$ cat config.mk
export PLATFORM = sky130hd
export DESIGN_NAME = accumulator_top
export DESIGN_NICKNAME = d
export VERILOG_FILES = /design/src/hdl/acc_cfg_pkg.sv /design/src/hdl/acc_types_pkg.sv /design/src/hdl/stream_fifo.sv /design/src/hdl/frame_counter.sv /design/src/hdl/sum_datapath.sv /design/src/hdl/result_emitter.sv /design/src/hdl/accumulator_top.sv
export SDC_FILE = /design/constraint.sdc
export NUM_CORES = 2
export LEC_CHECK = 0
export ABC_CLOCK_PERIOD_IN_PS = 9350
export BUFFER_PORTS_ARGS = -buffer_cell sky130_fd_sc_hd__buf_4
export CAP_MARGIN = 10
export CORE_MARGIN = 8
export CORE_UTILIZATION = 45
export CTS_CLUSTER_SIZE = 24
export DETAILED_ROUTE_END_ITERATION = 8
export HOLD_SLACK_MARGIN = 0.03
export RECOVER_POWER = 100
export SETUP_SLACK_MARGIN = 0.05
export SLEW_MARGIN = 0
export SYNTH_ARGS = -nofsm -noshare
export SYNTH_HDL_FRONTEND = slang
export SYNTH_SLANG_ARGS = --single-unit
$ cat constraint.sdc
create_clock -name sys_clk -period 9.35 [get_ports sys_clk]
set_input_delay 1.87 -clock sys_clk [delete_from_list [all_inputs] [get_ports sys_clk]]
set_output_delay 1.87 -clock sys_clk [all_outputs]
set_load 0.05 [all_outputs]
$ cat src/hdl/acc_cfg_pkg.sv
package acc_cfg_pkg;

    ////////////////////////////////////////
    // stream and frame widths
    ////////////////////////////////////////

    // one stream word, header or sample
    localparam int WORD_W = 64;

    // sample count taken from the low end of the header
    localparam int LEN_W = 32;

    ////////////////////////////////////////
    // queue sizing
    ////////////////////////////////////////

    // same depth for the input and the output queue
    localparam int FIFO_DEPTH = 16;

    // must stay log2 of the depth, pointers wrap on their own
    localparam int FIFO_AW = $clog2(FIFO_DEPTH);

    ////////////////////////////////////////
    // frame sequencing
    ////////////////////////////////////////

    // idle    accumulation not enabled
    // header  waiting for the length word
    // samples popping the remaining samples
    // hold    frame closed, waiting for enable to drop
    typedef enum logic [1:0] {
        idle    = 2'd0,
        header  = 2'd1,
        samples = 2'd2,
        hold    = 2'd3
    } frame_state_t;

endpackage

$ cat src/hdl/acc_types_pkg.sv
package acc_types_pkg;

    import acc_cfg_pkg::*;

    ////////////////////////////////////////
    // popped stream word
    ////////////////////////////////////////

    // header view, only the low LEN_W bits carry the count
    typedef struct packed {
        logic [WORD_W-LEN_W-1:0] pad;
        logic [LEN_W-1:0]        len;
    } header_word_t;

    // the same word read either as a length or as a sample
    typedef union packed {
        logic signed [WORD_W-1:0] sample;
        header_word_t             hdr;
    } stream_word_u;

    ////////////////////////////////////////
    // frame_counter to the other blocks
    ////////////////////////////////////////

    // pop and is_header describe the current cycle,
    // frame_done is a registered one cycle pulse
    typedef struct packed {
        logic pop;
        logic is_header;
        logic frame_done;
    } pop_info_t;

    ////////////////////////////////////////
    // sum_datapath to result_emitter
    ////////////////////////////////////////

    typedef struct packed {
        logic signed [WORD_W-1:0] sum;
        logic                     ready;
    } result_t;

endpackage

$ cat src/hdl/stream_fifo.sv
module stream_fifo
    import acc_cfg_pkg::*;
(
    input  logic              sys_clk,
    input  logic              sys_rst_n,

    // write side
    input  logic              in_valid,
    output logic              in_ready,
    input  logic [WORD_W-1:0] in_data,

    // read side
    output logic              out_valid,
    input  logic              out_ready,
    output logic [WORD_W-1:0] out_data
);

    logic [WORD_W-1:0]  mem [FIFO_DEPTH];
    logic [FIFO_AW-1:0] wr_ptr;
    logic [FIFO_AW-1:0] rd_ptr;
    logic [FIFO_AW:0]   count;
    logic [FIFO_AW:0]   count_next;
    logic               push;
    logic               pop;
    logic               in_ready_q;

    assign push = in_valid && in_ready_q;
    assign pop  = out_valid && out_ready;

    // occupancy after this cycle's transfers
    always_comb begin
        count_next = count;
        if (push && !pop) begin
            count_next = count + 1'b1;
        end else if (pop && !push) begin
            count_next = count - 1'b1;
        end
    end

    ////////////////////////////////////////
    // pointers and occupancy
    ////////////////////////////////////////

    always_ff @(posedge sys_clk or negedge sys_rst_n) begin
        if (!sys_rst_n) begin
            wr_ptr     <= '0;
            rd_ptr     <= '0;
            count      <= '0;
            in_ready_q <= 1'b0;
        end else begin
            if (push) begin
                wr_ptr <= wr_ptr + 1'b1;
            end
            if (pop) begin
                rd_ptr <= rd_ptr + 1'b1;
            end
            count <= count_next;
            // registered full flag, stays low while in reset
            in_ready_q <= (count_next != FIFO_DEPTH);
        end
    end

    // storage
    always_ff @(posedge sys_clk) begin
        if (push) begin
            mem[wr_ptr] <= in_data;
        end
    end

    // head of queue is visible right after the write edge
    assign out_valid = (count != '0);
    assign out_data  = mem[rd_ptr];
    assign in_ready  = in_ready_q;

endmodule

$ cat src/hdl/frame_counter.sv
module frame_counter
    import acc_cfg_pkg::*;
    import acc_types_pkg::*;
(
    input  logic         sys_clk,
    input  logic         sys_rst_n,

    input  logic         accu_en,

    // head of the input queue
    input  logic         word_valid,
    input  stream_word_u word,

    output pop_info_t    pop_info
);

    frame_state_t     state;
    logic [LEN_W-1:0] remaining;
    logic             pop_now;
    logic             header_pop;
    logic             sample_pop;
    logic             frame_done_q;

    ////////////////////////////////////////
    // pop decision
    ////////////////////////////////////////

    // one word per cycle while a frame is open
    assign pop_now = word_valid && accu_en &&
                     ((state == header) || (state == samples));

    assign header_pop = pop_now && (state == header);
    assign sample_pop = pop_now && (state == samples);

    ////////////////////////////////////////
    // frame state and sample count
    ////////////////////////////////////////

    always_ff @(posedge sys_clk or negedge sys_rst_n) begin
        if (!sys_rst_n) begin
            state        <= idle;
            remaining    <= '0;
            frame_done_q <= 1'b0;
        end else begin
            frame_done_q <= 1'b0;
            if (!accu_en) begin
                // enable dropped, abandon whatever was in progress
                state <= idle;
            end else begin
                case (state)
                    idle: begin
                        state <= header;
                    end
                    header: begin
                        if (header_pop) begin
                            remaining <= word.hdr.len;
                            if (word.hdr.len == '0) begin
                                // empty frame closes at once, sum stays 0
                                state        <= hold;
                                frame_done_q <= 1'b1;
                            end else begin
                                state <= samples;
                            end
                        end
                    end
                    samples: begin
                        if (sample_pop) begin
                            remaining <= remaining - 1'b1;
                            if (remaining == LEN_W'(1)) begin
                                state        <= hold;
                                frame_done_q <= 1'b1;
                            end
                        end
                    end
                    default: begin
                        // hold, one frame per enable
                        state <= hold;
                    end
                endcase
            end
        end
    end

    assign pop_info.pop        = pop_now;
    assign pop_info.is_header  = header_pop;
    assign pop_info.frame_done = frame_done_q;

endmodule

$ cat src/hdl/sum_datapath.sv
module sum_datapath
    import acc_cfg_pkg::*;
    import acc_types_pkg::*;
(
    input  logic         sys_clk,
    input  logic         sys_rst_n,

    // word leaving the input queue
    input  stream_word_u word,
    input  pop_info_t    pop_info,

    output result_t      result
);

    logic signed [WORD_W-1:0] sum_q;
    logic                     ready_q;

    ////////////////////////////////////////
    // running sum
    ////////////////////////////////////////

    // wraps modulo 2^64, no saturation
    always_ff @(posedge sys_clk or negedge sys_rst_n) begin
        if (!sys_rst_n) begin
            sum_q <= '0;
        end else if (pop_info.pop) begin
            if (pop_info.is_header) begin
                sum_q <= '0;
            end else begin
                sum_q <= sum_q + word.sample;
            end
        end
    end

    // complete once the frame end pulse is seen,
    // stays up until the next header arrives
    always_ff @(posedge sys_clk or negedge sys_rst_n) begin
        if (!sys_rst_n) begin
            ready_q <= 1'b0;
        end else if (pop_info.pop && pop_info.is_header) begin
            ready_q <= 1'b0;
        end else if (pop_info.frame_done) begin
            ready_q <= 1'b1;
        end
    end

    assign result.sum   = sum_q;
    assign result.ready = ready_q;

endmodule

$ cat src/hdl/result_emitter.sv
module result_emitter
    import acc_cfg_pkg::*;
    import acc_types_pkg::*;
(
    input  logic              sys_clk,
    input  logic              sys_rst_n,

    input  logic              accu_en,
    input  pop_info_t         pop_info,
    input  result_t           result,

    // output queue write side
    input  logic              push_ready,
    output logic              push_valid,
    output logic [WORD_W-1:0] push_data,

    output logic              accu_finished
);

    logic pending;
    logic pushed;
    logic push_fire;

    assign push_valid = pending && result.ready;
    assign push_fire  = push_valid && push_ready;
    assign push_data  = result.sum;

    ////////////////////////////////////////
    // result hand-off
    ////////////////////////////////////////

    // waits here as long as the output queue is full
    always_ff @(posedge sys_clk or negedge sys_rst_n) begin
        if (!sys_rst_n) begin
            pending <= 1'b0;
        end else if (pop_info.frame_done) begin
            pending <= 1'b1;
        end else if (push_fire) begin
            pending <= 1'b0;
        end
    end

    // remembers that this enable period already produced its result
    always_ff @(posedge sys_clk or negedge sys_rst_n) begin
        if (!sys_rst_n) begin
            pushed <= 1'b0;
        end else if (!accu_en) begin
            pushed <= 1'b0;
        end else if (push_fire) begin
            pushed <= 1'b1;
        end
    end

    // high when disabled, low from enable until the sum is queued
    assign accu_finished = !accu_en || pushed;

endmodule

$ cat src/hdl/accumulator_top.sv
module accumulator_top
    import acc_cfg_pkg::*;
    import acc_types_pkg::*;
(
    input  logic              sys_clk,
    input  logic              sys_rst_n,

    // control levels
    input  logic              accu_en,
    output logic              accu_finished,

    // input stream, header then samples
    input  logic              s_valid,
    output logic              s_ready,
    input  logic [WORD_W-1:0] s_data,

    // output stream, one sum per frame
    output logic              m_valid,
    input  logic              m_ready,
    output logic [WORD_W-1:0] m_data
);

    stream_word_u      in_word;
    logic              in_word_valid;
    pop_info_t         pop_info;
    result_t           result;
    logic              push_valid;
    logic              push_ready;
    logic [WORD_W-1:0] push_data;

    ////////////////////////////////////////
    // input side
    ////////////////////////////////////////

    stream_fifo in_fifo (
        .sys_clk   (sys_clk),
        .sys_rst_n (sys_rst_n),
        .in_valid  (s_valid),
        .in_ready  (s_ready),
        .in_data   (s_data),
        .out_valid (in_word_valid),
        .out_ready (pop_info.pop),
        .out_data  (in_word)
    );

    frame_counter frame_counter_i (
        .sys_clk    (sys_clk),
        .sys_rst_n  (sys_rst_n),
        .accu_en    (accu_en),
        .word_valid (in_word_valid),
        .word       (in_word),
        .pop_info   (pop_info)
    );

    sum_datapath sum_datapath_i (
        .sys_clk   (sys_clk),
        .sys_rst_n (sys_rst_n),
        .word      (in_word),
        .pop_info  (pop_info),
        .result    (result)
    );

    ////////////////////////////////////////
    // output side
    ////////////////////////////////////////

    result_emitter result_emitter_i (
        .sys_clk       (sys_clk),
        .sys_rst_n     (sys_rst_n),
        .accu_en       (accu_en),
        .pop_info      (pop_info),
        .result        (result),
        .push_ready    (push_ready),
        .push_valid    (push_valid),
        .push_data     (push_data),
        .accu_finished (accu_finished)
    );

    stream_fifo out_fifo (
        .sys_clk   (sys_clk),
        .sys_rst_n (sys_rst_n),
        .in_valid  (push_valid),
        .in_ready  (push_ready),
        .in_data   (push_data),
        .out_valid (m_valid),
        .out_ready (m_ready),
        .out_data  (m_data)
    );

endmodule

; After elaboration in Yosys (flattened, before gate mapping)
; Memory sizes are Yosys's and may differ from the RTL's.
; Index checks and enable logic that the tools add are counted.
[word_totals]
word_cells = 98
n_memories = 2
ramBits = 2048
input_bits = 69
register_bits = 130
[op_classes]
eq_ne = 11
n_reduce_logical = 30
n_addsub = 10
n_mux = 30
[memory_table]
columns = name, words, word_bits, read_ports, rd_ports_with_merged_regs, wr, line
row1 = in_fifo.mem, 16, 64, 1, 0, 1, stream_fifo.sv:18  ; logic [WORD_W-1:0] mem [FIFO_DEPTH];
row2 = out_fifo.mem, 16, 64, 1, 0, 1, stream_fifo.sv:18
[op_table]
columns = cell, n
row1 = 64-bit adder, 1
row2 = 32-bit two-way mux, 2
row3 = 64-bit two-way mux, 1
row4 = 32-bit case mux with 2 select lines, 1
row5 = "32-bit by 1-bit equality test with 1-bit output, second input constant", 1
row6 = 32-bit zero test, 1
row7 = "32-bit by 1-bit subtractor with 32-bit output, second input constant", 1
row8 = 5-bit two-way mux, 4
row9 = "4-bit by 1-bit adder with 4-bit output, second input constant", 4
row10 = 1-bit two-way mux, 16
row11 = 1-bit logical AND, 14
row12 = "5-bit by 1-bit adder with 5-bit output, second input constant", 2
row13 = "5-bit inequality test, second input constant", 2
row14 = 5-bit nonzero test, 2
row15 = "5-bit by 1-bit subtractor with 5-bit output, second input constant", 2
row16 = 2-bit two-way mux, 4
row17 = "2-bit by 1-bit inequality test with 1-bit output, second input constant", 3
row18 = "3-bit by 2-bit inequality test with 1-bit output, second input constant", 2
row19 = 2-bit case mux with 3 select lines, 1
row20 = 2-bit nonzero test, 3
row21 = 1-bit zero test, 5
row22 = 4-bit AND reduction, 1
row23 = "3-bit inequality test, second input constant", 1
row24 = 3-bit AND reduction, 1
row25 = 5 further kinds, 6

; Depth between registers and ports, before layout
[depth]
ltp_word = 8
mapped_depth = 19

; Modules after synthesis
; A second synthesis with hierarchy kept.
[unflattened]
cells_unflattened = 4138
hier_area_um2 = 87715.4
[modules_own_cells]
columns = module, area_each_um2, cells_per_inst, instances, seq_area_each_um2
row1 = stream_fifo at in_fifo, 39147.5, 1507, 1, 31099.8
row2 = stream_fifo at out_fifo, 39140.0, 1509, 1, 31099.8
row3 = sum_datapath, 6446.2, 764, 1, 1626.6
row4 = frame_counter, 2414.8, 285, 1, 875.8
row5 = result_emitter, 566.8, 73, 1, 50.0

; Worst setup path after synthesis
; OpenSTA, ideal clock, no wires.
[synth_timing]
kind = in2reg
startpoint = input port s_valid
endpoint = memory in_fifo.mem[3][0], enable pin
arrival_time_ps = 6847
setup_time_ps = 564
path_stages = 4
path_buffers = 1
path_slack_ps = 1939
cell_sequence = and2_1 -> clkbuf_1 -> nand2_1 -> nor3_1
[synth_via]
elab_chain_cells = 3
[synth_rtl]
columns = item, line
row1 = "start, declared", accumulator_top.sv:13  ; input logic s_valid,
row2 = 1-bit logical AND, stream_fifo.sv:27  ; assign push = in_valid && in_ready_q;
row3 = 1-bit two-way mux, stream_fifo.sv:65  ; if (push) begin
row4 = 1-bit two-way mux (not written as such), stream_fifo.sv:66  ; mem[wr_ptr] <= in_data;
row5 = "end, declared", stream_fifo.sv:18
; Every way passes these cells.

; Worst setup path after layout
[layout_timing]
startpoint = input port s_valid
endpoint = memory in_fifo.mem[8][5], enable pin
; The elaborated chain is that of the path after synthesis.

==> impl_results.md <==
- DP Area: 0.0907 sq mm
- Achievable Freq: 0.129 GHz
- Final period utilization: 0.828
- Netlist cell types: 78
- P&R area growth vs syn: 12.3%
- Pin count of the biggest net entering global routing: 131
- Post-CTS Setup Inserts: 0
- Setup ws final: between 1.5 and 2 ns
- Congestion Overflow GR: 0
- Commonest non-fill, non-tap cell in the layout: edfxtp_1
- DR WL/cell: approximately 29 um
- Sw Ratio: 0.346
- Initial core utilization: 0.451
- Tot Pwr: ~0.033 W
- Synthesized Nets: 4200
- Most used cell, CP: clkbuf_1
- Cells after Synth: ~4000
- Routed wire length: 205000 um
- Vias in the first global route: roughly 43000
- Switching pwr: 0.0115 W
- Buffers and inverters on the worst path: 3
- Main synth FF type: edfxtp_1
- Hold Vio Cnt, Final: 0
- First-pass GRT wire length: about 300000 um
- Total CTS buffers: ~220
- Pre-CTS setup slack: about 3.4 ns
- Crit path time final: 7.74 ns
- Status: complete, but fails checks
- RD Place Congestion: just under 0.9
- Pint: between 0.02 and 0.025 W
- Root Driver: clkbuf_16
- Max cap viols: 66
- Clk_lat worst skew: 0.85 ns
- Cell area after synthesis: around 0.086 sq mm
- RSZ-0062 raised after global routing: false
- Relative slew slack: -1.71
- CTS max path bufs: 3
- Critical path peak fanout: 28
- DR vias/cell: slightly below 6
- #FFs+latches synth: about 2200
- Number of synthesized flops with an enable pin: approximately 2000
- Total track usage: 0.197
- Cts repair resizes: 0
- Comb power frac: 0.335
- Clock power share: 0.264
- Avg Inst Size Synth: around 21 sq um
- Register share of total power: 0.401
- Slowest cell on the critical path: clkbuf_1
- Share of cells above drive strength 1: 0.230
- Type of origin of the critical path: input port
- Final Skew: between 0.03 and 0.04 ns
- Finished Layout Cells: around 7000
- Fin nets: 4428
- Synth async-reset ratio: 0.0597
- Die W: between 400 and 500 um
- CTS HTree Levels: 4
- Worst vdd ir: 0.197 mV
- Critical-path cell list: clkbuf_1 -> and2_0 -> nand2_1 -> nor2_1 -> clkbuf_1 -> clkbuf_1
- Cell Pwr Density: 341 mW/mm^2
- Die outline area: about 0.21 sq mm
- I/O Pins: around 140
- Initial drt markers: around 4200
- Slew Viols, Final: 1960
- Post-synthesis sequential area ratio: 0.749
- Critical path's largest stage delay: between 1.5 and 2 ns
- Post-Place Cells: roughly 6600
- CP Data Required Time: a little under 10 ns
- Critical Path End Type: flop
- Antenna Violating Nets Remaining: 0
- Most frequent cells in the layout: edfxtp_1, mux4_2, clkbuf_16
- Core Region: 0.192 sq mm
- Drt first pass iters: 5
- Failing checks: capacitance limit, slew limit
- I/O Buffers: approximately 140
- Via count: between 40000 and 50000
- CP delay by family, top: buffers and inverters
- Leak Pwr: 31.0 nW
- Cts hold-fix bufs: 0
- DRC Markers: 0
- Total negative slack: 0 ns
- Slew @ Worst Pin: ~4.1 ns
- Reg clk slew, reported paths: roughly 0.060 ns
- Setup CP Type: in2reg
- DP Wirelength: about 110000 um
- Initial antenna violation count: 22
- Chip Height: 454 um
- Final Setup Violations: 0
- # clock sinks: around 2200
- Hold Path Class: reg2reg
- Worst EP arrival: just over 8 ns
- Fin area: approximately 0.1 sq mm
- Yosys warns: 0
- Rows: approximately 160
- CTS tree: yes
-- path summary, 6_finish.rpt --
| kind | slack, ns | cells past startpoint | from | endpoint |
|---|---|---|---|---|
| setup / recovery | 1.61 | 6 | s_valid | in_fifo.mem[8][5] |
| hold / removal | 0.46 | 1 | frame_counter_i.frame_done_q | result_emitter_i.pending |
| setup reg to reg | 2.16 | 12 | in_fifo.rd_ptr[1] | sum_datapath_i.sum_q[57] |
| hold reg to reg | 0.46 | 1 | frame_counter_i.frame_done_q | result_emitter_i.pending |
| max in group asynchronous | 3.29 | 3 | sys_rst_n | out_fifo.rd_ptr[2] |
| min in group asynchronous | 1.79 | 1 | sys_rst_n | sum_datapath_i.sum_q[50] |
-- power groups by stage --
stage | Combinational [W] | Sequential (W) | Clock [W]
2_1_floorplan | 0.00866 | 0.0126 | 0
3_3_place_gp | 0.0114 | 0.0134 | 0
3_5_place_dp | 0.0114 | 0.0135 | 0
4_1_cts | 0.0115 | 0.0133 | 0.00894
5_1_grt | 0.0120 | 0.0134 | 0.00930
6_report | 0.0111 | 0.0133 | 0.00876
-- worst register-to-register path: cells and delay by family, from the launching register on --
family	cells	cell delay (ns)
DFF	1	2.51
AOI/OAI and AO/OA	6	1.99
muxes	2	1.10
buffers and inverters	1	0.55
adders and majority gates	1	0.47
and+or+nand+nor	2	0.47
-- stage by stage --
stage | util | hold WS, ns
finish | 0.506 | 0.459
global route | 0.506 | 0.477
CTS | 0.511 | 0.463
detailed placement | 0.473 | 0.452
global placement | 0.473 | 0.449
floorplan | - | 0.429
-- synthesized netlist by cell type, types with 12 or more instances --
| cell | count | share of area |
|---|---|---|
| clkbuf_1 | 138 | 0.0060 |
| nand4_1 | 23 | 0.0017 |
| a21o_1 | 46 | 0.0040 |
| mux4_2 | 640 | 0.17 |
| edfxtp_1 | 2048 | 0.71 |
| dfrtp_1 | 130 | 0.038 |
| and3_1 | 17 | 0.0012 |
| ha_1 | 82 | 0.012 |
| nand2b_1 | 14 | 0.0010 |
| o21bai_1 | 12 | 0.0010 |
| inv_1 | 33 | 0.0014 |
| o22ai_1 | 16 | 0.0012 |
| xnor2_1 | 47 | 0.0048 |
| nor4_1 | 19 | 0.0014 |
| a21oi_1 | 100 | 0.0058 |
| buf_1 | 38 | 0.0016 |
| and2_1 | 25 | 0.0018 |
| nand3_1 | 42 | 0.0024 |
| o21ai_0 | 108 | 0.0062 |
| buf_2 | 16 | 0.00093 |
| xor2_1 | 22 | 0.0022 |
| nor3_1 | 21 | 0.0012 |
| nand2_1 | 152 | 0.0066 |
| nor2_1 | 90 | 0.0039 |
-- per-layer routing --
| layer | vias up | part of all wire | routed length, um | global-route usage |
|---|---|---|---|---|
| met2 | 1240 | 0.50 | 102000 | 0.330 |
| met5 | - | 0.00045 | 93 | 0 |
| met1 | 22300 | 0.43 | 87300 | 0.277 |
| li1 | 17500 | - | - | - |
| met4 | 14 | 0.021 | 4260 | 0.0464 |
| met3 | 285 | 0.056 | 11400 | 0.0296 |
-- registers in the layout, summed over array words and instances (netlist names), 2 cells and up --
register,cells
out_fifo.count,5
in_fifo.rd_ptr,4
out_fifo.rd_ptr,4
out_fifo.wr_ptr,4
in_fifo.count,5
frame_counter_i.state,2
out_fifo.mem,1024
sum_datapath_i.sum_q,64
in_fifo.mem,1024
in_fifo.wr_ptr,4
frame_counter_i.remaining,32
-- kinds of logic (layout without fill, tap and decap cells) --
kind of cell	after synthesis	count (layout)	synth area share
and+or+nand+nor	449	449	0.0250
xor gates and xnor gates	69	69	0.00699
DFF	2178	2178	0.749
muxes	651	651	0.168
adders and majority gates	83	83	0.0121
AOI/OAI and AO/OA	386	386	0.0284
buffers and inverters	232	653	0.0109
other	0	4	0
-- cell type report --
type	count	area, sq um
Antenna cell	4	10.0
Clock buffer	259	5720
Clock inverter	153	1530
Fill cell	15300	94600
Inverter	33	124
Multi-Input combinational cell	1638	20800
Sequential cell	2178	64800
Tap cell	2526	3160
Timing Repair Buffer	208	1020
(Power assumes the default switching activity.)
